File: src/gat_ctrl_pkg.sv
`default_nettype none

package gat_ctrl_pkg;

  // Subgraph handler FSM
  typedef enum logic [2:0] {
    // Waiting for start
    S_IDLE       = 3'd0,
    // Reading the feature vector of the current subgraph
    S_FETCH_FEAT = 3'd1,
    // Two cycles: address out, entry back
    S_FETCH_IDX  = 3'd2,
    // One H word per cycle
    S_SCATTER    = 3'd3,
    // All subgraphs written, gat_ready high
    S_DONE       = 3'd4
  } handler_state_e;

endpackage

`default_nettype wire

File: src/gat_dims_pkg.sv
`default_nettype none

package gat_dims_pkg;

  // Layer-1 output word as loaded by the host
  localparam int FEAT_WIDTH = 32;

  // Quantized input word of layer 2
  localparam int DATA_WIDTH = 8;

  // Width of each of the sog and eog flags
  localparam int FLAG_WIDTH = 1;

  // Index entry layout from msb to lsb is {sog, node_idx, eog}
  // Node field width follows from TOTAL_NODES
  localparam int EOG_LSB         = 0;
  localparam int NODE_LSB        = FLAG_WIDTH;
  localparam int ENTRY_FLAG_BITS = 2 * FLAG_WIDTH;

  // One feature word in the feature memory
  typedef logic [FEAT_WIDTH-1:0] feat_word_t;

  // One word of the H data memory
  typedef logic [DATA_WIDTH-1:0] h_word_t;

endpackage

`default_nettype wire

File: src/subgraph_handler.sv
`default_nettype none

// Walks the subgraph index list and scatters each subgraph's feature
// vector into the H memory, once per listed node
module subgraph_handler #(
  parameter int NUM_FEATURE_OUT = 16,
  parameter int NUM_SUBGRAPHS   = 8,
  parameter int TOTAL_NODES     = 64,
  parameter int NUM_ENTRIES     = 64,

  localparam int NODE_W      = (TOTAL_NODES > 1) ? $clog2(TOTAL_NODES) : 1,
  localparam int ENTRY_W     = gat_dims_pkg::ENTRY_FLAG_BITS + NODE_W,
  localparam int FEAT_DEPTH  = NUM_SUBGRAPHS * NUM_FEATURE_OUT,
  localparam int FEAT_ADDR_W = (FEAT_DEPTH > 1) ? $clog2(FEAT_DEPTH) : 1,
  localparam int IDX_ADDR_W  = (NUM_ENTRIES > 1) ? $clog2(NUM_ENTRIES) : 1,
  localparam int H_DEPTH     = TOTAL_NODES * NUM_FEATURE_OUT,
  localparam int H_ADDR_W    = (H_DEPTH > 1) ? $clog2(H_DEPTH) : 1
) (
  input  wire                       clk,
  input  wire                       rst_n,
  input  wire                       start,

  // Feature memory read port
  output logic [FEAT_ADDR_W-1:0]    feat_rd_addr,
  input  wire gat_dims_pkg::feat_word_t feat_rd_data,

  // Index memory read port
  output logic [IDX_ADDR_W-1:0]     idx_rd_addr,
  input  wire [ENTRY_W-1:0]         idx_rd_data,

  // H memory write port
  output logic                      h_wr_en,
  output logic [H_ADDR_W-1:0]       h_wr_addr,
  output gat_dims_pkg::h_word_t     h_wr_data,

  output logic                      gat_ready
);

  import gat_dims_pkg::*;
  import gat_ctrl_pkg::*;

  // Word position inside one feature vector
  localparam int WORD_W = (NUM_FEATURE_OUT > 1) ? $clog2(NUM_FEATURE_OUT) : 1;
  // Word counter also has to reach NUM_FEATURE_OUT for the last capture
  localparam int CNT_W  = $clog2(NUM_FEATURE_OUT + 1);
  localparam int SUB_W  = (NUM_SUBGRAPHS > 1) ? $clog2(NUM_SUBGRAPHS) : 1;

  localparam logic [CNT_W-1:0] LAST_WORD = CNT_W'(NUM_FEATURE_OUT - 1);
  localparam logic [CNT_W-1:0] FETCH_END = CNT_W'(NUM_FEATURE_OUT);
  localparam logic [SUB_W-1:0] LAST_SUB  = SUB_W'(NUM_SUBGRAPHS - 1);

  handler_state_e state;

  // Counters
  logic [IDX_ADDR_W-1:0] entry_ptr;
  logic [SUB_W-1:0]      sub_cnt;
  logic [CNT_W-1:0]      word_cnt;
  logic                  idx_phase;

  logic [WORD_W-1:0]     word_idx;
  logic [CNT_W-1:0]      cap_cnt;
  logic [WORD_W-1:0]     cap_idx;

  // Fields of the entry coming back from the index memory
  logic                  entry_sog;
  logic [NODE_W-1:0]     entry_node;
  logic                  entry_eog;

  // Current entry
  logic [NODE_W-1:0]     cur_node;
  logic                  cur_eog;

  // Held feature vector of the current subgraph
  feat_word_t            feat_bank [NUM_FEATURE_OUT];

  logic [FEAT_ADDR_W-1:0] feat_base;
  logic [H_ADDR_W-1:0]    node_base;

  // Entry unpacking
  assign entry_sog  = idx_rd_data[ENTRY_W-1];
  assign entry_node = idx_rd_data[NODE_LSB +: NODE_W];
  assign entry_eog  = idx_rd_data[EOG_LSB];

  assign word_idx = word_cnt[WORD_W-1:0];

  // Read data lags the address by one cycle, so capture one word behind
  assign cap_cnt = word_cnt - CNT_W'(1);
  assign cap_idx = cap_cnt[WORD_W-1:0];

  // Feature vector of subgraph k starts at k * NUM_FEATURE_OUT
  assign feat_base    = FEAT_ADDR_W'(sub_cnt * NUM_FEATURE_OUT);
  assign feat_rd_addr = feat_base + FEAT_ADDR_W'(word_idx);

  assign idx_rd_addr = entry_ptr;

  // Node n owns H words n * NUM_FEATURE_OUT onwards
  assign node_base = H_ADDR_W'(cur_node * NUM_FEATURE_OUT);
  assign h_wr_en   = (state == S_SCATTER);
  assign h_wr_addr = node_base + H_ADDR_W'(word_idx);
  // Low bits only, the quantized format of layer 2
  assign h_wr_data = feat_bank[word_idx][DATA_WIDTH-1:0];

  assign gat_ready = (state == S_DONE);

  // Control FSM
  always_ff @(posedge clk or negedge rst_n) begin
    if (!rst_n) begin
      state     <= S_IDLE;
      entry_ptr <= '0;
      sub_cnt   <= '0;
      word_cnt  <= '0;
      idx_phase <= 1'b0;
      cur_eog   <= 1'b0;
    end else begin
      case (state)
        S_IDLE, S_DONE: begin
          if (start) begin
            state     <= S_FETCH_IDX;
            entry_ptr <= '0;
            sub_cnt   <= '0;
            word_cnt  <= '0;
            idx_phase <= 1'b0;
          end
        end

        S_FETCH_IDX: begin
          if (!idx_phase) begin
            // Address is out, entry arrives next cycle
            idx_phase <= 1'b1;
          end else begin
            idx_phase <= 1'b0;
            cur_eog   <= entry_eog;
            word_cnt  <= '0;
            // First node of a subgraph pulls in a new vector
            if (entry_sog) begin
              state <= S_FETCH_FEAT;
            end else begin
              state <= S_SCATTER;
            end
          end
        end

        S_FETCH_FEAT: begin
          if (word_cnt == FETCH_END) begin
            word_cnt <= '0;
            state    <= S_SCATTER;
          end else begin
            word_cnt <= word_cnt + 1'b1;
          end
        end

        S_SCATTER: begin
          if (word_cnt == LAST_WORD) begin
            word_cnt <= '0;
            if (cur_eog && (sub_cnt == LAST_SUB)) begin
              state <= S_DONE;
            end else begin
              state     <= S_FETCH_IDX;
              entry_ptr <= entry_ptr + 1'b1;
              // Next vector belongs to the following subgraph
              if (cur_eog) begin
                sub_cnt <= sub_cnt + 1'b1;
              end
            end
          end else begin
            word_cnt <= word_cnt + 1'b1;
          end
        end

        default: begin
          state <= S_IDLE;
        end
      endcase
    end
  end

  // Payload registers
  always_ff @(posedge clk) begin
    if ((state == S_FETCH_FEAT) && (word_cnt != '0)) begin
      feat_bank[cap_idx] <= feat_rd_data;
    end
    if ((state == S_FETCH_IDX) && idx_phase) begin
      cur_node <= entry_node;
    end
  end

endmodule

`default_nettype wire

File: config.mk
export PLATFORM = sky130hd
export DESIGN_NAME = subgraph_handler
export DESIGN_NICKNAME = d
export VERILOG_FILES = /design/src/gat_ctrl_pkg.sv /design/src/gat_dims_pkg.sv /design/src/subgraph_handler.sv
export SDC_FILE = /design/constraint.sdc
export NUM_CORES = 1
export LEC_CHECK = 0
export CAP_MARGIN = 20
export CORE_UTILIZATION = 45
export DETAILED_ROUTE_END_ITERATION = 10
export DONT_BUFFER_PORTS = 1
export PLACE_DENSITY = 0.66
export SLEW_MARGIN = 20
export SYNTH_ARGS = -nofsm -noshare
export SYNTH_HDL_FRONTEND = slang
export SYNTH_SLANG_ARGS = --single-unit
File: constraint.sdc
create_clock -name clk -period 3.95 [get_ports clk]
set_input_delay 0.5925 -clock clk [delete_from_list [all_inputs] [get_ports clk]]
set_output_delay 0.5925 -clock clk [all_outputs]
set_load 0.02 [all_outputs]
**Word-level counts from Yosys, hierarchy flattened**

Memory sizes are Yosys's and may differ from the RTL's.
Cells that the tools add are included.

- Bits of input ports: 43
- Bits in writable memories: 512
- Flip-flop bits (word level): 25
- Output and inout port bits: 33
- Word-level logic and storage cells: 68
- Memories kept: 1

Memories:

| name | words | width | read ports | clocked after memory_dff | write ports | RTL line | source |
|---|---|---|---|---|---|---|---|
| feat_bank | 16 | 32 | 1 | 0 | 1 | subgraph_handler.sv:74 | `feat_word_t feat_bank [NUM_FEATURE_OUT];` |

- $add $sub $neg: 6
- Eq/ne operators: 13
- Reduce and logical (&&, ||, !) cells: 15
- Muxes and demuxes: 26

Operators with widths:

| kind | count |
|---|---|
| 3-bit two-way mux | 9 |
| 5-bit two-way mux | 4 |
| 5-bit case mux with 4 select lines | 1 |
| 6-bit two-way mux | 3 |
| 3-bit case mux with 4 select lines | 1 |
| 6-bit case mux with 2 select lines | 1 |
| 10-bit by 4-bit adder with 10-bit output | 1 |
| 2-bit inequality test, second input constant | 4 |
| 4-bit AND reduction | 2 |
| 7-bit by 4-bit adder with 7-bit output | 1 |
| 6-bit by 1-bit adder with 6-bit output, second input constant | 1 |
| 3-bit by 2-bit equality test with 1-bit output, second input constant | 2 |
| 3-bit equality test, second input constant | 2 |
| 3-bit case mux with 2 select lines | 1 |
| 5-bit by 1-bit adder with 5-bit output, second input constant | 1 |
| 5-bit by 4-bit equality test with 1-bit output, second input constant | 1 |
| 5-bit equality test, second input constant | 1 |
| 5-bit AND reduction | 1 |
| 5-bit nonzero test | 1 |
| 1-bit two-way mux | 4 |
| 2-bit by 1-bit inequality test with 1-bit output, second input constant | 2 |
| 2-bit AND reduction | 2 |
| 2-bit nonzero test | 2 |
| 4-bit nonzero test | 1 |
| 9 further kinds | 11 |

**Logic depth before layout (Yosys ltp)**

- Word-level depth: 5
- Gate-level depth with buffers: 9
- Depth with buffers taken out: 6

**Worst setup path before layout**

Ideal clock, no wire load.

- Path kind: register to output
- Start point: reg word_cnt[0]
- End point: out h_wr_data[0]
- Required time: 3357 ps
- Setup slack: 1493 ps
- Cell stages (with the launch flop): 5
- Path buffers: 2
- Data arrival time: 1865 ps
- Cell sequence: dfrtp_1 > buf_6 > buf_2 > mux4_2 > a221o_1

- Word-level cells in the longest chain between the ends: 1

RTL lines:

| item | RTL line | source |
|---|---|---|
| start, declared | subgraph_handler.sv:57 | `logic [CNT_W-1:0] word_cnt;` |
| start signal, assigned | subgraph_handler.sv:148 | `word_cnt <= word_cnt + 1'b1;` |
| start signal, assigned | subgraph_handler.sv:166 | `word_cnt <= word_cnt + 1'b1;` |
| memory read 16 x 32 bit | - |  |
| end, declared | subgraph_handler.sv:34 | `output gat_dims_pkg::h_word_t h_wr_data,` |

Every way passes these cells.

**Worst setup path in the final report**

- Start point: reg word_cnt[1]
- End point: out h_wr_data[2]

The elaborated chain is that of the path after synthesis.

==> run summary <==
Placed insts - 529
Vias in the first global route - 3412
Row count - 43
Slowest stage delay, CP - 0.69 ns
DR vias - 3278
Worst-Skew Late Latency - 0.42 ns
Hold Path End - feat_bank[2][2]
Final Skew - 0.00952 ns
Vias per Instance - 5.83
DRC - 0
Fmax achieved - 0.312 GHz
Area leader, netlist - edfxtp_1
Syn_nets - 418
Post-DP Area - 6530 um2
Total die area - 14700 um2
Worst r2r dst - feat_bank[4][4]
Yosys warns - 0
Final instance area - 7170 um2
Port Buffers - 0
Synth top area cells - edfxtp_1 (63%), mux4_2 (11%), dfrtp_1 (7.4%)
Slowest cell on crit path - dfrtp_2
P_sw - 1.69 mW
FF-to-FF path depth - 5
Die width - 121 um
Worst reg2reg setup slack - 1.01 ns
Core area - 13900 um2
H-tree depth - 4
Pre-antenna DRT Iters - 4
Crit path arrival time - 2.61 ns
Fin. Hold Viols - 0
Clock Path Buffers - 2
Dpl ws - 1.00 ns
Pwr Density - 728 nW/um2
Avg WL per Cell - 21.8 um
# IOs - 76
Final Power - 5.22 mW
Mean post-synth cell area - 17.5 um2
Status - finished clean
Commonest non-fill, non-tap cell in the layout - edfxtp_1
Routed WL - 12300 um
Top FF cell, synth - edfxtp_1
P_int - 3.53 mW
Initial antenna violation count - 0
DRT iter0 DRCs - 215
Sink Count - 153
LEAKAGE - 2.44 nW
Yosys reg bits - 153
Worst EP required - 3.36 ns
Total negative setup slack - 0 ns
Setup-failing EPs final - 0
Fin crit period - 3.21 ns
Critical path capture point type - output port
Global-route wire length before repair - 19200 um
Final worst slack - 0.745 ns
Synth top area share - 62.9%
Final count of pins violating max slew - 0
Crit-path max FO - 26
Num CTS Buffers - 17
Comb pwr share - 27.1%
Die Ht - 121 um
Max Cap Viol - 0
Part of the power in registers - 40.5%
Final instance count without filler cells - 562
Starting Density - 46.1%
Synthesis-to-layout area growth - 12.1%
Post-route ant nets - 0
Post-synth EDFFs - 134
Most frequent cells in the layout - edfxtp_1 (134), mux4_2 (32), nor2_1 (26)
Min-Delay Startpoint - feat_rd_data[2]
CTS tree - yes
Root Buffer - clkbuf_16
Tot GR Track Use - 18.3%
Largest net degree at the start of global routing - 27
Gpl congestion - 0.817
Clock-pin slew on the worst setup and hold paths - 0.06 ns
Crit share post-route - 81.1%
Net Sw Frac - 32.3%
Async set-reset flop share out of synthesis - 12.4%
Clock share of power - 32.4%
N_diodes - 0
Tightest Hold Check Type - in -> reg
Netlist cell types - 50
VDD IR-drop max - 0.000360 V
Layout cells sized above 1 - 21.5%
Worst slew pin tran - 0.942 ns
Relative slew slack - 37.0%
Reg2Reg Launch Point - word_cnt[1]
RSZ-0062 raised after global routing - no
Sequential-to-total area share from yosys stat - 70.4%
Synthesized cell area - 6390 um2
Worst Hold Depth - 0
Setup CP Type - reg -> out
Final #Nets - 422
Post-cts resize count - 0
Grt total ovfl - 0
Post-DP HPWL - 7980 um
Post-CTS Repair Setup Buffers - 0
CP cell instances - buf_4 -> mux4_2 -> a22o_1 -> a221o_1
Synthesized instance count - 365
Worst setup SP type - flop
[power by group through the flow]
stage | clock network [mW] | registers, mW | logic [mW]
2_1_floorplan | 0 | 2.01 | 1.28
3_5_place_dp | 0 | 2.15 | 1.41
5_1_grt | 1.78 | 2.14 | 1.53
3_3_place_gp | 0 | 2.14 | 1.38
6_report | 1.69 | 2.11 | 1.41
4_1_cts | 1.72 | 2.11 | 1.42
[area by class of cell]
type                            count  area (um2)
Timing Repair Buffer                9        82.6
Fill cell                        1116        6710
Inverter                           12        45.0
Multi-Input combinational cell    176        1690
Tap cell                          180         225
Sequential cell                   153        4500
Clock buffer                       17         425
Clock inverter                     15         199
[kinds of logic (layout without fill, tap and decap cells)]
group | after synthesis | count (layout) | synth area share (%)
AO/OA/AOI/OAI | 48 | 48 | 5.60
XOR/XNOR | 2 | 2 | 0.274
adder cells (fa/ha/maj) | 10 | 10 | 1.96
buffers and inverters | 36 | 53 | 3.21
flip-flops | 153 | 153 | 70.4
multiplexers | 39 | 39 | 12.4
AND/OR/NAND/NOR | 77 | 77 | 6.20
[synth_stat cells, types with 7 or more instances]
master and number:
a21oi_1 7, o21ai_0 8, nand2_1 22, mux4_2 32, nor2_1 26, buf_2 7, a221o_1 9, edfxtp_1 134
inv_1 9, dfrtp_1 19, a22o_1 8, buf_4 8, ha_1 10
[per-layer routing]
| metal | vias up | share of wire, % | GRT usage (%) | wire [um] |
|---|---|---|---|---|
| li1 | 1451 | - | - | - |
| met1 | 1691 | 43 | 23.7 | 5280 |
| met2 | 116 | 48 | 28.6 | 5860 |
| met3 | 20 | 7.6 | 6.06 | 933 |
| met4 | 0 | 1.5 | 7.48 | 181 |
| met5 | - | 0 | 0 | 0 |
[worst max path at each step]
stage                     cells after the start   startpoint  slack, ns         endpoint
after global routing                          4  word_cnt[1]       0.66     h_wr_data[2]
after CTS                                     4  word_cnt[1]       0.73     h_wr_data[2]
after floorplan                               4  word_cnt[0]       1.49     h_wr_data[0]
after global placement                        6  word_cnt[0]       1.07  feat_bank[0][0]
final                                         4  word_cnt[1]       0.74     h_wr_data[2]
after detailed placement                      5  word_cnt[1]       1.00  feat_bank[4][3]
[registers in the layout (all words and copies together), names as in the netlist]
register,count
cur_eog,1
cur_node,6
feat_bank,128
idx_phase,1
idx_rd_addr,6
state,3
sub_cnt,3
word_cnt,5
[repair_timing]
action	4_1_cts	5_1_grt
hold endpoints to repair	19	0
endpoints found under the setup margin	0	0
hold buffers	1	0
[critical path, delay by kind of cell (launching register included)]
| family | cells | cell delay [ns] |
|---|---|---|
| mux | 1 | 0.36 |
| compound gates | 2 | 0.66 |
| buf+inv | 1 | 0.47 |
| flops | 1 | 0.69 |
[through the flow]
stage	hold slack, ns	util, %
finish	0.265	51.6
global route	0.249	51.6
CTS	0.254	51.6
detailed placement	0.297	47.1
global placement	0.297	47.1
floorplan	0.297	-
(Power assumes the default switching activity.)
