[config.mk]
export PLATFORM = sky130hd
export DESIGN_NAME = bram_sdp
export DESIGN_NICKNAME = d
export VERILOG_FILES = /design/src/bram_sdp.sv
export SDC_FILE = /design/constraint.sdc
export NUM_CORES = 1
export LEC_CHECK = 0
export BUFFER_PORTS_ARGS = -buffer_cell sky130_fd_sc_hd__buf_2
export CAP_MARGIN = 20
export CELL_PAD_IN_SITES_DETAIL_PLACEMENT = 1
export CELL_PAD_IN_SITES_GLOBAL_PLACEMENT = 2
export CORE_AREA = 2 2 110 112
export DETAILED_ROUTE_END_ITERATION = 8
export DIE_AREA = 0 0 112 114
export PLACE_DENSITY = 0.82
export SETUP_SLACK_MARGIN = 0.02
export SYNTH_ARGS = -nofsm -noshare
export SYNTH_HDL_FRONTEND = slang
export SYNTH_SLANG_ARGS = --single-unit
[constraint.sdc]
create_clock -name clk -period 1.8 [get_ports clk]
set_input_delay 0.18 -clock clk [delete_from_list [all_inputs] [get_ports clk]]
set_output_delay 0.18 -clock clk [all_outputs]
set_load 0.05 [all_outputs]
[src/bram_sdp.sv]
`default_nettype none

// Simple dual-port RAM with one write port and one registered read port
module bram_sdp #(
  parameter int WIDTH = 8,
  parameter int DEPTH = 16,
  localparam int ADDR_W = (DEPTH > 1) ? $clog2(DEPTH) : 1
) (
  input  wire              clk,

  // Write port
  input  wire              wr_en,
  input  wire [ADDR_W-1:0] wr_addr,
  input  wire [WIDTH-1:0]  wr_data,

  // Read port with data one cycle after the address
  input  wire [ADDR_W-1:0] rd_addr,
  output logic [WIDTH-1:0] rd_data
);

  // Storage array
  logic [WIDTH-1:0] mem [DEPTH];

  always_ff @(posedge clk) begin
    if (wr_en) begin
      mem[wr_addr] <= wr_data;
    end
  end

  // Registered read
  // A read of the address being written returns the old word
  always_ff @(posedge clk) begin
    rd_data <= mem[rd_addr];
  end

endmodule

`default_nettype wire

-- Word-level counts from Yosys, hierarchy flattened
Memories as Yosys holds them, arrays and structs flattened. A register that Yosys moved wholly into a read port is not among the register bits.
Cells that the tools add are included.
- memories kept: 1
- bits of input ports: 18
- bits in registers: 0
- output and inout port bits: 8
- bits in writable memories: 128
- word-level logic and storage cells: 3
- mux-type cells: 2
- memory list (memory ; depth ; width ; rd ports ; clocked after memory_dff ; write ports ; RTL line ; source):
    mem ; 16 ; 8 ; 1 ; 1 ; 1 ; 22 ; logic [WIDTH-1:0] mem [DEPTH];
- operators with widths (cell ; number):
    $mux W1 ; 2

-- Depth between registers and ports, before layout
Gate-level depths: netlist (run 1).
- depth in word-level cells: 2
- depth in mapped cells: 5
- depth with buffers taken out: 3

-- Worst setup path before layout (run 1)
Ideal clock, no wire load.
- path kind: input -> register
- start point: input port wr_addr[2]
- end point: memory mem[0][0] (enable)
- library setup time: 0.383 ns
- required time: 1.417 ns
- path buffers: 0
- arrival time: 1.290 ns
- stages on the path: 2
- path slack: 0.127 ns
- cell sequence: or3b_2 -> nor3_1
- RTL lines (element ; RTL line ; source):
    from (decl) ; 13 ; input wire [ADDR_W-1:0] wr_addr,
    to (decl) ; 22 ;
No word-level cell before the write port.

==> flow_results.xml, run 1 <==
<?xml version="1.0" encoding="UTF-8"?>
<metrics>
  <group name="layout">
    <metric name="drive_gt1_share" unit="%">32.0</metric>
    <metric name="synthToLayoutAreaGrowth" unit="%">18.7</metric>
    <metric name="fillerInstances" unit="">1049</metric>
    <metric name="regArea" unit="µm²">4000</metric>
    <metric name="multi_input_comb_area" unit="µm²">1060</metric>
    <metric name="layout.cell_area.non_filler" unit="µm²">6110</metric>
    <metric name="finalNetCount" unit="">302</metric>
    <metric name="mostFrequentLayoutCell" unit="">sky130_fd_sc_hd__edfxtp_1</metric>
    <metric name="layout.cells.most_common_list" unit="">sky130_fd_sc_hd__edfxtp_1 (128), sky130_fd_sc_hd__buf_2 (25), sky130_fd_sc_hd__buf_4 (19)</metric>
    <metric name="antenna-diode-count" unit="">0</metric>
    <metric name="finish.utilization" unit="%">52.2</metric>
  </group>
  <group name="critical_path">
    <metric name="rr_endpoint" unit="">rd_data[7]$_DFF_P_</metric>
    <metric name="crit_path_cell_trace" unit="">mux4_2 &gt; a22oi_1 &gt; nand2_1</metric>
    <metric name="r2r_setup_slack" unit="ns">0.38</metric>
    <metric name="worst-path-max-fanout" unit="">1</metric>
    <metric name="slowest_delay" unit="ns">0.47</metric>
    <metric name="worstSetupPathDepth" unit="">3</metric>
    <metric name="critPathArrivalTime" unit="ns">1.70</metric>
    <metric name="crit_path_top_delay_cell" unit="">sky130_fd_sc_hd__mux4_2</metric>
    <metric name="cpLargestDelayFamily" unit="">multiplexers</metric>
    <metric name="worst_ep_required_time" unit="ns">2.09</metric>
    <metric name="worst_r2r_path_depth" unit="">3</metric>
    <metric name="startpoint_type" unit="">flip-flop</metric>
    <metric name="reg2reg_from" unit="">mem[11][7]$_DFFE_PP_</metric>
    <metric name="critical_path.endpoint_type" unit="">flip-flop</metric>
    <metric name="class_of_the_most_critical_setup_path" unit="">reg2reg</metric>
    <metric name="cp_num_buf_inv" unit="">0</metric>
  </group>
  <group name="yosys">
    <metric name="post_synth_instance_area" unit="µm²">5150</metric>
    <metric name="syn_avg_cell_area" unit="µm²">22.5</metric>
    <metric name="yosysWarnings" unit="">0</metric>
    <metric name="syn-instance-count" unit="">229</metric>
    <metric name="yosysSeqAreaShare" unit="%">77.8</metric>
    <metric name="synth.distinct_cells" unit="">19</metric>
    <metric name="syn_nets" unit="">247</metric>
    <metric name="yosys_register_bits" unit="">136</metric>
  </group>
  <group name="clock_network">
    <metric name="cell_at_the_root_of_the_clock_tree" unit="">sky130_fd_sc_hd__clkbuf_16</metric>
    <metric name="clk-insertion-delay-late" unit="ns">0.42</metric>
    <metric name="cts_hold_buffers" unit="">0</metric>
    <metric name="cts_resized" unit="">0</metric>
    <metric name="tritoncts_num_sinks" unit="">136</metric>
    <metric name="cts_made_buffers" unit="">17</metric>
    <metric name="postCtsSetupRepairBufs" unit="">0</metric>
    <metric name="clk_transition_reported_paths" unit="ns">0.06</metric>
    <metric name="cts_tree" unit="">yes</metric>
    <metric name="ctsHtreeMaxLevel" unit="">4</metric>
    <metric name="cts_max_path_buffers" unit="">2</metric>
  </group>
  <group name="timing">
    <metric name="final-setup-viol-count" unit="">0</metric>
    <metric name="period_share" unit="%">78.8</metric>
    <metric name="final_hold_viol_count" unit="">0</metric>
    <metric name="skew" unit="ns">0.00741</metric>
    <metric name="worst_pin_slew" unit="ns">0.442</metric>
    <metric name="finalWorstSetupSlack" unit="ns">0.381</metric>
    <metric name="rsz0062_at_grt" unit="">false</metric>
    <metric name="finalCriticalPeriod" unit="ns">1.42</metric>
    <metric name="slew_violations" unit="">0</metric>
    <metric name="max_freq" unit="MHz">705</metric>
    <metric name="worst_case_headroom_to_the_max_slew_limit" unit="%">70.5</metric>
    <metric name="final.hold.worst_slack" unit="ns">0.142</metric>
    <metric name="fin_tns_setup" unit="ns">0</metric>
  </group>
  <group name="power_and_ir_drop">
    <metric name="comb_power_share" unit="%">5.7</metric>
    <metric name="peakVddDrop" unit="mV">0.783</metric>
    <metric name="internal_power" unit="µW">5580</metric>
    <metric name="switching_share" unit="%">22.4</metric>
    <metric name="net-switching-power" unit="µW">1610</metric>
    <metric name="share_clk_of_total_power" unit="%">44.7</metric>
    <metric name="sequentialPowerShare" unit="%">49.6</metric>
    <metric name="cellLeakagePower" unit="µW">0.00209</metric>
    <metric name="powerDensity" unit="nW/µm²">1180</metric>
  </group>
  <group name="routing">
    <metric name="detail_route.wirelength" unit="µm">11400</metric>
    <metric name="vias_post_dr" unit="">2521</metric>
    <metric name="post_route_m1_wl" unit="µm">4980</metric>
    <metric name="routed_length_on_met2" unit="µm">5530</metric>
    <metric name="postRouteAntennaNets" unit="">0</metric>
    <metric name="detailed_route_drc_error_count" unit="">0</metric>
    <metric name="wl_per_cell" unit="µm">25.6</metric>
    <metric name="first_iter_violations" unit="">239</metric>
    <metric name="top_layer" unit="">met4</metric>
    <metric name="firstDrtPassIters" unit="">4</metric>
    <metric name="met3WireLength" unit="µm">649</metric>
    <metric name="avgViaCountPerCell" unit="">5.68</metric>
  </group>
  <group name="die">
    <metric name="die_area" unit="µm²">12800</metric>
    <metric name="die_h" unit="µm">114</metric>
    <metric name="io_pins" unit="">26</metric>
    <metric name="placement_rows" unit="">40</metric>
    <metric name="start_util" unit="%">44.0</metric>
    <metric name="core" unit="µm²">11700</metric>
    <metric name="chipWidth" unit="µm">112</metric>
  </group>
  <group name="job">
    <metric name="maxCapViolations" unit="">0</metric>
  </group>
  <group name="global_routing">
    <metric name="grt_first_pass_wirelength" unit="µm">17400</metric>
    <metric name="gr-total-overflow" unit="">0</metric>
    <metric name="grt_util_all_layers" unit="%">19.5</metric>
    <metric name="grt_start_max_net_pins" unit="">33</metric>
    <metric name="first_global_vias" unit="">2801</metric>
    <metric name="antenna_found_initial" unit="">0</metric>
  </group>
  <group name="placed_design">
    <metric name="hpwlAfterDp" unit="µm">7060</metric>
    <metric name="place_ws" unit="ns">0.104</metric>
    <metric name="gp_routability_congestion" unit="">0.736</metric>
    <metric name="numPortBuffers" unit="">25</metric>
    <metric name="placed_cell_area" unit="µm²">5550</metric>
  </group>
  <group name="worst_hold_path">
    <metric name="hp-class" unit="">in2reg</metric>
    <metric name="holdPathStages" unit="">1</metric>
    <metric name="hold_path_end" unit="">mem[4][4]$_DFFE_PP_</metric>
    <metric name="hp-start" unit="">wr_data[4]</metric>
  </group>
  <group name="outcome">
    <metric name="status" unit="">complete, no violations</metric>
  </group>
</metrics>
-- power by group through the flow --
stage | registers (µW) | logic [µW] | clock network (µW)
2_1_floorplan | 3700 | 180 | 0
3_3_place_gp | 3630 | 398 | 0
3_5_place_dp | 3630 | 414 | 0
4_1_cts | 3570 | 417 | 3270
5_1_grt | 3570 | 440 | 3380
6_report | 3570 | 411 | 3220
-- layout make-up --
cell class                      count  area share [%]
Clock buffer                       17            6.96
Clock inverter                     15            2.13
Multi-Input combinational cell     83            17.3
Sequential cell                   136            65.5
Tap cell                          147            3.01
Timing Repair Buffer               46            5.04
-- logic make-up (layout without fill, tap and decap cells) --
group / after synthesis / in the layout / share of synthesized area (%)
AO/OA/AOI/OAI: 16 / 16 / 2.33
multiplexers: 32 / 32 / 15.0
flip-flops: 136 / 136 / 77.8
AND/OR/NAND/NOR: 35 / 35 / 3.18
buffers and inverters: 10 / 78 / 1.68
-- stage by stage --
stage / std cells / power, µW
after CTS: 444 / 7260
final: 444 / 7190
after detailed placement: 412 / 4050
after global placement: 412 / 4020
after global routing: 444 / 7390
after floorplan: 229 / 3880
-- worst max-delay path by stage --
stage	start	endpoint	slack (ns)
6_report	mem[11][7]$_DFFE_PP_	rd_data[7]$_DFF_P_	0.38
3_3_place_gp	rd_addr[0]	rd_data[7]$_DFF_P_	0.18
3_5_place_dp	rd_addr[0]	rd_data[7]$_DFF_P_	0.10
4_1_cts	mem[11][7]$_DFFE_PP_	rd_data[7]$_DFF_P_	0.37
5_1_grt	mem[11][7]$_DFFE_PP_	rd_data[7]$_DFF_P_	0.30
2_1_floorplan	wr_addr[2]	mem[0][0]$_DFFE_PP_	0.13
-- sequential cells by signal, summed over array words and instances, names as in the netlist --
| name | flops |
|---|---|
| rd_data | 8 |
| mem | 128 |
-- synth_stat cells (all sizes together) --
library cell | n | area, µm²
a22oi | 16 | 120
nor3 | 4 | 20.0
dfxtp | 8 | 160
buf | 7 | 56.3
and2 | 1 | 6.26
nand2 | 9 | 33.8
mux4 | 32 | 773
nor2 | 13 | 48.8
and2b | 1 | 7.51
nand3 | 1 | 5.00
nand3b | 2 | 15.0
edfxtp | 128 | 3840
or3b | 1 | 8.76
nor2b | 1 | 6.26
clkdlybuf4s25 | 3 | 30.0
nand2b | 2 | 12.5
-- per-layer routing --
layer  vias to the layer above  track usage (%)
met5                         -                0
met4                         0             8.21
met3                        19             5.21
met2                        88             31.3
met1                      1332             25.6
li1                       1082                -
(Power assumes the default switching activity.)
==> run 2, diff against run 1 <==
Settings changed: CORE_AREA 2 2 110 112 to 2 2 113 115, DIE_AREA 0 0 112 114 to 0 0 115 117.
Clock period 1.8 ns to 1.2 ns, I/O delays scaled along.
==> run 2 against run 1 <==
Net effect: the run now ends with setup timing left; sequential share of layout area fell by 3.3 points; fmax rose by 2.8%; utilization rose by 0.057 points; die area rose by 5.4%; first-iteration DRC count rose by 3.8%; wire length rose by 2.6%; largest power group is now the clock network.
==> flow_results.xml, run 2 (synthesis results as in run 1) <==
<?xml version="1.0" encoding="UTF-8"?>
<metrics>
  <group name="outcome">
    <metric name="status" unit="">finished, violations left</metric>
    <metric name="violations" unit="">setup timing</metric>
  </group>
  <group name="global_routing">
    <metric name="grt_start_max_net_pins" unit="">21</metric>
    <metric name="grt_first_pass_wirelength" unit="µm">17500</metric>
    <metric name="antenna_found_initial" unit="">0</metric>
    <metric name="first_global_vias" unit="">2804</metric>
    <metric name="grt_util_all_layers" unit="%">19.2</metric>
    <metric name="gr-total-overflow" unit="">0</metric>
  </group>
  <group name="job">
    <metric name="maxCapViolations" unit="">0</metric>
  </group>
  <group name="timing">
    <metric name="final_hold_viol_count" unit="">0</metric>
    <metric name="rsz0062_at_grt" unit="">true</metric>
    <metric name="worst_pin_slew" unit="ns">0.949</metric>
    <metric name="finalWorstSetupSlack" unit="ns">-0.181</metric>
    <metric name="worst_case_headroom_to_the_max_slew_limit" unit="%">36.5</metric>
    <metric name="slew_violations" unit="">0</metric>
    <metric name="finalCriticalPeriod" unit="ns">1.38</metric>
    <metric name="final.hold.worst_slack" unit="ns">0.0930</metric>
    <metric name="period_share" unit="%">115</metric>
    <metric name="max_freq" unit="MHz">724</metric>
    <metric name="fin_tns_setup" unit="ns">-1.05</metric>
    <metric name="final-setup-viol-count" unit="">8</metric>
    <metric name="skew" unit="ns">0.00347</metric>
  </group>
  <group name="critical_path">
    <metric name="class_of_the_most_critical_setup_path" unit="">reg2reg</metric>
    <metric name="critPathArrivalTime" unit="ns">1.68</metric>
    <metric name="critical_path.endpoint_type" unit="">flip-flop</metric>
    <metric name="startpoint_type" unit="">flip-flop</metric>
    <metric name="worst_ep_required_time" unit="ns">1.50</metric>
    <metric name="r2r_setup_slack" unit="ns">-0.18</metric>
    <metric name="worst-path-max-fanout" unit="">1</metric>
  </group>
  <group name="layout">
    <metric name="drive_gt1_share" unit="%">43.1</metric>
    <metric name="layout.cell_area.non_filler" unit="µm²">6430</metric>
    <metric name="finalNetCount" unit="">316</metric>
    <metric name="synthToLayoutAreaGrowth" unit="%">24.9</metric>
    <metric name="top_registers" unit="">mem x128, rd_data x8</metric>
    <metric name="max_flop_register" unit="">mem</metric>
    <metric name="antenna-diode-count" unit="">0</metric>
    <metric name="final_cells" unit="">461</metric>
    <metric name="largest_register_ffs" unit="">128</metric>
    <metric name="layout.cells.most_common_list" unit="">sky130_fd_sc_hd__edfxtp_1 (128), sky130_fd_sc_hd__mux4_2 (31), sky130_fd_sc_hd__buf_4 (29)</metric>
    <metric name="mostFrequentLayoutCell" unit="">sky130_fd_sc_hd__edfxtp_1</metric>
    <metric name="finish.utilization" unit="%">52.2</metric>
  </group>
  <group name="die">
    <metric name="placement_rows" unit="">41</metric>
    <metric name="io_pins" unit="">26</metric>
    <metric name="die_h" unit="µm">117</metric>
    <metric name="start_util" unit="%">41.8</metric>
    <metric name="die_area" unit="µm²">13500</metric>
    <metric name="core" unit="µm²">12300</metric>
    <metric name="chipWidth" unit="µm">115</metric>
  </group>
  <group name="worst_hold_path">
    <metric name="hp-class" unit="">in2reg</metric>
  </group>
  <group name="clock_network">
    <metric name="clk-insertion-delay-late" unit="ns">0.41</metric>
    <metric name="tritoncts_num_sinks" unit="">136</metric>
    <metric name="clk_transition_reported_paths" unit="ns">0.06</metric>
    <metric name="cts_max_path_buffers" unit="">2</metric>
    <metric name="postCtsSetupRepairBufs" unit="">0</metric>
    <metric name="ctsHtreeMaxLevel" unit="">4</metric>
    <metric name="cts_made_buffers" unit="">17</metric>
    <metric name="cell_at_the_root_of_the_clock_tree" unit="">sky130_fd_sc_hd__clkbuf_16</metric>
    <metric name="cts_tree" unit="">yes</metric>
    <metric name="cts_hold_buffers" unit="">0</metric>
  </group>
  <group name="placed_design">
    <metric name="placed_cell_area" unit="µm²">5740</metric>
    <metric name="numPortBuffers" unit="">25</metric>
    <metric name="hpwlAfterDp" unit="µm">7290</metric>
    <metric name="placed_cells_incl_taps" unit="">429</metric>
    <metric name="gp_routability_congestion" unit="">0.763</metric>
  </group>
  <group name="routing">
    <metric name="detailed_route_drc_error_count" unit="">0</metric>
    <metric name="avgViaCountPerCell" unit="">5.49</metric>
    <metric name="first_iter_violations" unit="">248</metric>
    <metric name="detail_route.wirelength" unit="µm">11700</metric>
    <metric name="wl_per_cell" unit="µm">25.3</metric>
    <metric name="vias_post_dr" unit="">2532</metric>
    <metric name="postRouteAntennaNets" unit="">0</metric>
    <metric name="firstDrtPassIters" unit="">4</metric>
  </group>
  <group name="power_and_ir_drop">
    <metric name="cellLeakagePower" unit="µW">0.00219</metric>
    <metric name="peakVddDrop" unit="mV">1.13</metric>
    <metric name="powerDensity" unit="nW/µm²">1850</metric>
  </group>
</metrics>
-- run 2: cell count changes in the layout (fill, tap and decap cells not counted), moves of 4 or more --
cell and delta:
sky130_fd_sc_hd__buf_12 +7, sky130_fd_sc_hd__mux4_2 +13, sky130_fd_sc_hd__buf_4 +10, sky130_fd_sc_hd__nor3_1 -4, sky130_fd_sc_hd__clkinv_4 -5, sky130_fd_sc_hd__mux4_1 -13, sky130_fd_sc_hd__bufinv_16 +5
-- run 2: where the power goes --
part           leakage (µW)  switching (µW)  internal, µW  total, µW
Sequential          0.00122            40.4          5310       5350
Clock              0.000323            1890          3930       5810
Combinational      0.000642             423           280        703
Total               0.00219            2350          9520      11900
-- run 2: final timing paths --
kind / startpoint / endpoint / depth (start not counted)
max: mem[3][5]$_DFFE_PP_ / rd_data[5]$_DFF_P_ / 4
min: wr_data[3] / mem[8][3]$_DFFE_PP_ / 1
max reg2reg: mem[3][5]$_DFFE_PP_ / rd_data[5]$_DFF_P_ / 4
min reg2reg: mem[12][2]$_DFFE_PP_ / rd_data[2]$_DFF_P_ / 3
-- run 2: cell type report --
cell class | instances | area [µm²]
Multi-Input combinational cell | 83 | 1060
Timing Repair Buffer | 60 | 508
Sequential cell | 136 | 4000
Clock inverter | 14 | 228
Clock buffer | 18 | 439
Fill cell | 1094 | 5880
Tap cell | 150 | 188
-- run 2: metal layers --
layer | vias to the layer above | wire length, µm | GRT usage (%)
li1 | 1098 | - | -
met3 | 14 | 640 | 5.10
met1 | 1337 | 4940 | 24.4
met4 | 0 | 152 | 7.07
met2 | 83 | 5930 | 32.2
met5 | - | 0 | 0
-- run 2: worst max-delay path: stages, from the launching register on --
cell                       delay, ns
sky130_fd_sc_hd__edfxtp_1       0.37
sky130_fd_sc_hd__mux4_2         0.48
sky130_fd_sc_hd__a22oi_2        0.22
sky130_fd_sc_hd__buf_4          0.15
sky130_fd_sc_hd__nand2_2        0.04
-- run 2: what timing repair did --
| action | CTS | global route |
|---|---|---|
| gates resized for setup | 8 | 1 |
| pin swaps | 1 | 3 |
| setup endpoints to repair | 11 | 8 |
-- run 2: through the flow --
stage                     setup slack, ns  power, µW
after floorplan                   -0.0230       5840
after global placement             -0.329       6100
after detailed placement           -0.376       6140
after CTS                          -0.205      12000
after global routing               -0.228      12200
final                              -0.181      11900
==> run 3, diff against run 2 <==
Settings changed: CORE_AREA 2 2 113 115 to 2 2 134 97, DIE_AREA 0 0 115 117 to 0 0 136 99.
==> run 3 against run 2 <==
Net effect: the flow still finishes with violations (setup timing); worst setup slack better by 0.099 ns; count of clock-buffer cells in the layout up 10; sequential share of layout area up 1.6 points; sequential power about the same; via count down 2.4%; critical path type unchanged; global-route usage down 1.6 points; highest routed layer unchanged; critical endpoint is now rd_data[0]$_DFF_P_; clock power down 15%.
==> flow_results.xml, run 3 (synthesis results as in run 1) <==
<?xml version="1.0" encoding="UTF-8"?>
<metrics>
  <group name="clock_network">
    <metric name="cts_tree" unit="">yes</metric>
    <metric name="tritoncts_num_sinks" unit="">136</metric>
    <metric name="clk_transition_reported_paths" unit="ns">0.06</metric>
    <metric name="cts_made_buffers" unit="">17</metric>
    <metric name="postCtsSetupRepairBufs" unit="">0</metric>
    <metric name="cts_max_path_buffers" unit="">2</metric>
    <metric name="clk-insertion-delay-late" unit="ns">0.42</metric>
    <metric name="cell_at_the_root_of_the_clock_tree" unit="">sky130_fd_sc_hd__clkbuf_16</metric>
    <metric name="ctsHtreeMaxLevel" unit="">4</metric>
  </group>
  <group name="layout">
    <metric name="final_cells" unit="">463</metric>
    <metric name="mostFrequentLayoutCell" unit="">sky130_fd_sc_hd__edfxtp_1</metric>
    <metric name="max_flop_register" unit="">mem</metric>
    <metric name="largest_register_ffs" unit="">128</metric>
    <metric name="top_registers" unit="">mem x128, rd_data x8</metric>
    <metric name="finalNetCount" unit="">307</metric>
    <metric name="synthToLayoutAreaGrowth" unit="%">21.7</metric>
    <metric name="layout.cell_area.non_filler" unit="µm²">6260</metric>
    <metric name="drive_gt1_share" unit="%">39.9</metric>
    <metric name="antenna-diode-count" unit="">0</metric>
    <metric name="layout.cells.most_common_list" unit="">sky130_fd_sc_hd__edfxtp_1 (128), sky130_fd_sc_hd__mux4_2 (30), sky130_fd_sc_hd__buf_2 (22), sky130_fd_sc_hd__buf_4 (22), sky130_fd_sc_hd__clkbuf_16 (17)</metric>
  </group>
  <group name="routing">
    <metric name="postRouteAntennaNets" unit="">0</metric>
    <metric name="firstDrtPassIters" unit="">4</metric>
    <metric name="avgViaCountPerCell" unit="">5.33</metric>
    <metric name="vias_post_dr" unit="">2470</metric>
    <metric name="wl_per_cell" unit="µm">22.7</metric>
    <metric name="detailed_route_drc_error_count" unit="">0</metric>
    <metric name="detail_route.wirelength" unit="µm">10500</metric>
    <metric name="first_iter_violations" unit="">204</metric>
  </group>
  <group name="placed_design">
    <metric name="numPortBuffers" unit="">25</metric>
    <metric name="hpwlAfterDp" unit="µm">6880</metric>
    <metric name="gp_routability_congestion" unit="">0.722</metric>
    <metric name="placed_cells_incl_taps" unit="">432</metric>
    <metric name="placed_cell_area" unit="µm²">5670</metric>
  </group>
  <group name="die">
    <metric name="start_util" unit="%">42.3</metric>
    <metric name="die_h" unit="µm">99</metric>
    <metric name="chipWidth" unit="µm">136</metric>
    <metric name="core" unit="µm²">12200</metric>
    <metric name="die_area" unit="µm²">13500</metric>
    <metric name="io_pins" unit="">26</metric>
    <metric name="placement_rows" unit="">34</metric>
  </group>
  <group name="critical_path">
    <metric name="rr_endpoint" unit="">rd_data[0]$_DFF_P_</metric>
    <metric name="class_of_the_most_critical_setup_path" unit="">reg2reg</metric>
    <metric name="r2r_setup_slack" unit="ns">-0.08</metric>
    <metric name="critPathArrivalTime" unit="ns">1.57</metric>
    <metric name="reg2reg_from" unit="">mem[11][0]$_DFFE_PP_</metric>
    <metric name="worst-path-max-fanout" unit="">1</metric>
    <metric name="crit_path_top_delay_cell" unit="">sky130_fd_sc_hd__mux4_2</metric>
    <metric name="crit_path_cell_trace" unit="">mux4_2 &gt; a22oi_2 &gt; nand2_1</metric>
    <metric name="worst_r2r_path_depth" unit="">3</metric>
    <metric name="critical_path.endpoint_type" unit="">flip-flop</metric>
    <metric name="startpoint_type" unit="">flip-flop</metric>
    <metric name="slowest_delay" unit="ns">0.49</metric>
    <metric name="worst_ep_required_time" unit="ns">1.49</metric>
  </group>
  <group name="timing">
    <metric name="finalCriticalPeriod" unit="ns">1.28</metric>
    <metric name="finalWorstSetupSlack" unit="ns">-0.0816</metric>
    <metric name="final.hold.worst_slack" unit="ns">0.0779</metric>
    <metric name="worst_case_headroom_to_the_max_slew_limit" unit="%">34.6</metric>
    <metric name="final_hold_viol_count" unit="">0</metric>
    <metric name="worst_pin_slew" unit="ns">0.977</metric>
    <metric name="rsz0062_at_grt" unit="">true</metric>
    <metric name="final-setup-viol-count" unit="">8</metric>
    <metric name="max_freq" unit="MHz">780</metric>
    <metric name="slew_violations" unit="">0</metric>
    <metric name="period_share" unit="%">107</metric>
    <metric name="skew" unit="ns">0.00645</metric>
  </group>
  <group name="worst_hold_path">
    <metric name="holdPathStages" unit="">1</metric>
    <metric name="hp-start" unit="">wr_data[2]</metric>
    <metric name="hp-class" unit="">in2reg</metric>
    <metric name="hold_path_end" unit="">mem[4][2]$_DFFE_PP_</metric>
  </group>
  <group name="power_and_ir_drop">
    <metric name="peakVddDrop" unit="mV">1.09</metric>
    <metric name="cellLeakagePower" unit="µW">0.00209</metric>
    <metric name="powerDensity" unit="nW/µm²">1750</metric>
  </group>
  <group name="global_routing">
    <metric name="grt_use_met3" unit="%">5.71</metric>
    <metric name="global_route.usage.met2" unit="%">27.4</metric>
    <metric name="grt_start_max_net_pins" unit="">24</metric>
    <metric name="gr-total-overflow" unit="">0</metric>
    <metric name="grt_util_met1" unit="%">22.9</metric>
    <metric name="peak_usage_layer_in_the_global_routing_report" unit="">met2</metric>
    <metric name="first_global_vias" unit="">2790</metric>
    <metric name="grt_first_pass_wirelength" unit="µm">16300</metric>
    <metric name="grt_util_all_layers" unit="%">17.6</metric>
    <metric name="antenna_found_initial" unit="">0</metric>
  </group>
  <group name="outcome">
    <metric name="status" unit="">finished, violations left</metric>
    <metric name="violations" unit="">setup timing</metric>
  </group>
  <group name="job">
    <metric name="maxCapViolations" unit="">0</metric>
  </group>
</metrics>
==> run 3: layout make-up <==
cell class	count	area, µm²
Multi-Input combinational cell	83	1070
Fill cell	1119	5900
Timing Repair Buffer	51	415
Sequential cell	136	4000
Tap cell	162	203
Clock buffer	28	527
Clock inverter	3	42.5
==> run 3: repair_timing <==
action / in CTS / in global routing
hold buffers: 0 / 0
gates resized for setup: 7 / 2
endpoints found under the setup margin: 11 / 8
endpoints found under the hold margin: 0 / 0
==> run 3: how the worst max path moves through the flow <==
stage	depth (start not counted)	slack, ns	to	start
2_1_floorplan	2	-0.02	mem[0][0]$_DFFE_PP_	wr_addr[2]
3_3_place_gp	6	-0.28	rd_data[0]$_DFF_P_	rd_addr[0]
3_5_place_dp	6	-0.36	rd_data[0]$_DFF_P_	rd_addr[0]
4_1_cts	3	-0.10	rd_data[0]$_DFF_P_	mem[11][0]$_DFFE_PP_
5_1_grt	3	-0.14	rd_data[0]$_DFF_P_	mem[11][0]$_DFFE_PP_
6_report	3	-0.08	rd_data[0]$_DFF_P_	mem[11][0]$_DFFE_PP_
==> run 3: power breakdown <==
group	internal, µW	switching (µW)	leakage, µW
sequential	5320	36.6	0.00122
combinational	257	400	0.000593
clock	3170	1760	0.000277
total	8740	2200	0.00209
==> run 3: stage by stage <==
step | util (%) | TNS, ns | total power, µW | setup slack, ns
finish | 51.5 | -0.376 | 10900 | -0.0816
global route | 51.5 | -0.820 | 11300 | -0.137
floorplan | - | -0.187 | 5840 | -0.0230
global placement | 46.6 | -5.37 | 6070 | -0.275
CTS | 51.5 | -0.528 | 11100 | -0.101
detailed placement | 46.6 | -8.76 | 6100 | -0.360
==> run 3: worst max-delay path, delay by kind of cell (launching register included) <==
kind / cells / cell delay (ns)
AOI/OAI and AO/OA: 1 / 0.22
and+or+nand+nor: 1 / 0.08
DFF: 1 / 0.37
muxes: 1 / 0.49
==> run 3: routing by layer <==
| metal | routed length (µm) | part of all wire [%] |
|---|---|---|
| met1 | 4600 | 44 |
| met2 | 5210 | 50 |
| met3 | 507 | 4.8 |
| met4 | 201 | 1.9 |
| met5 | 0 | 0 |
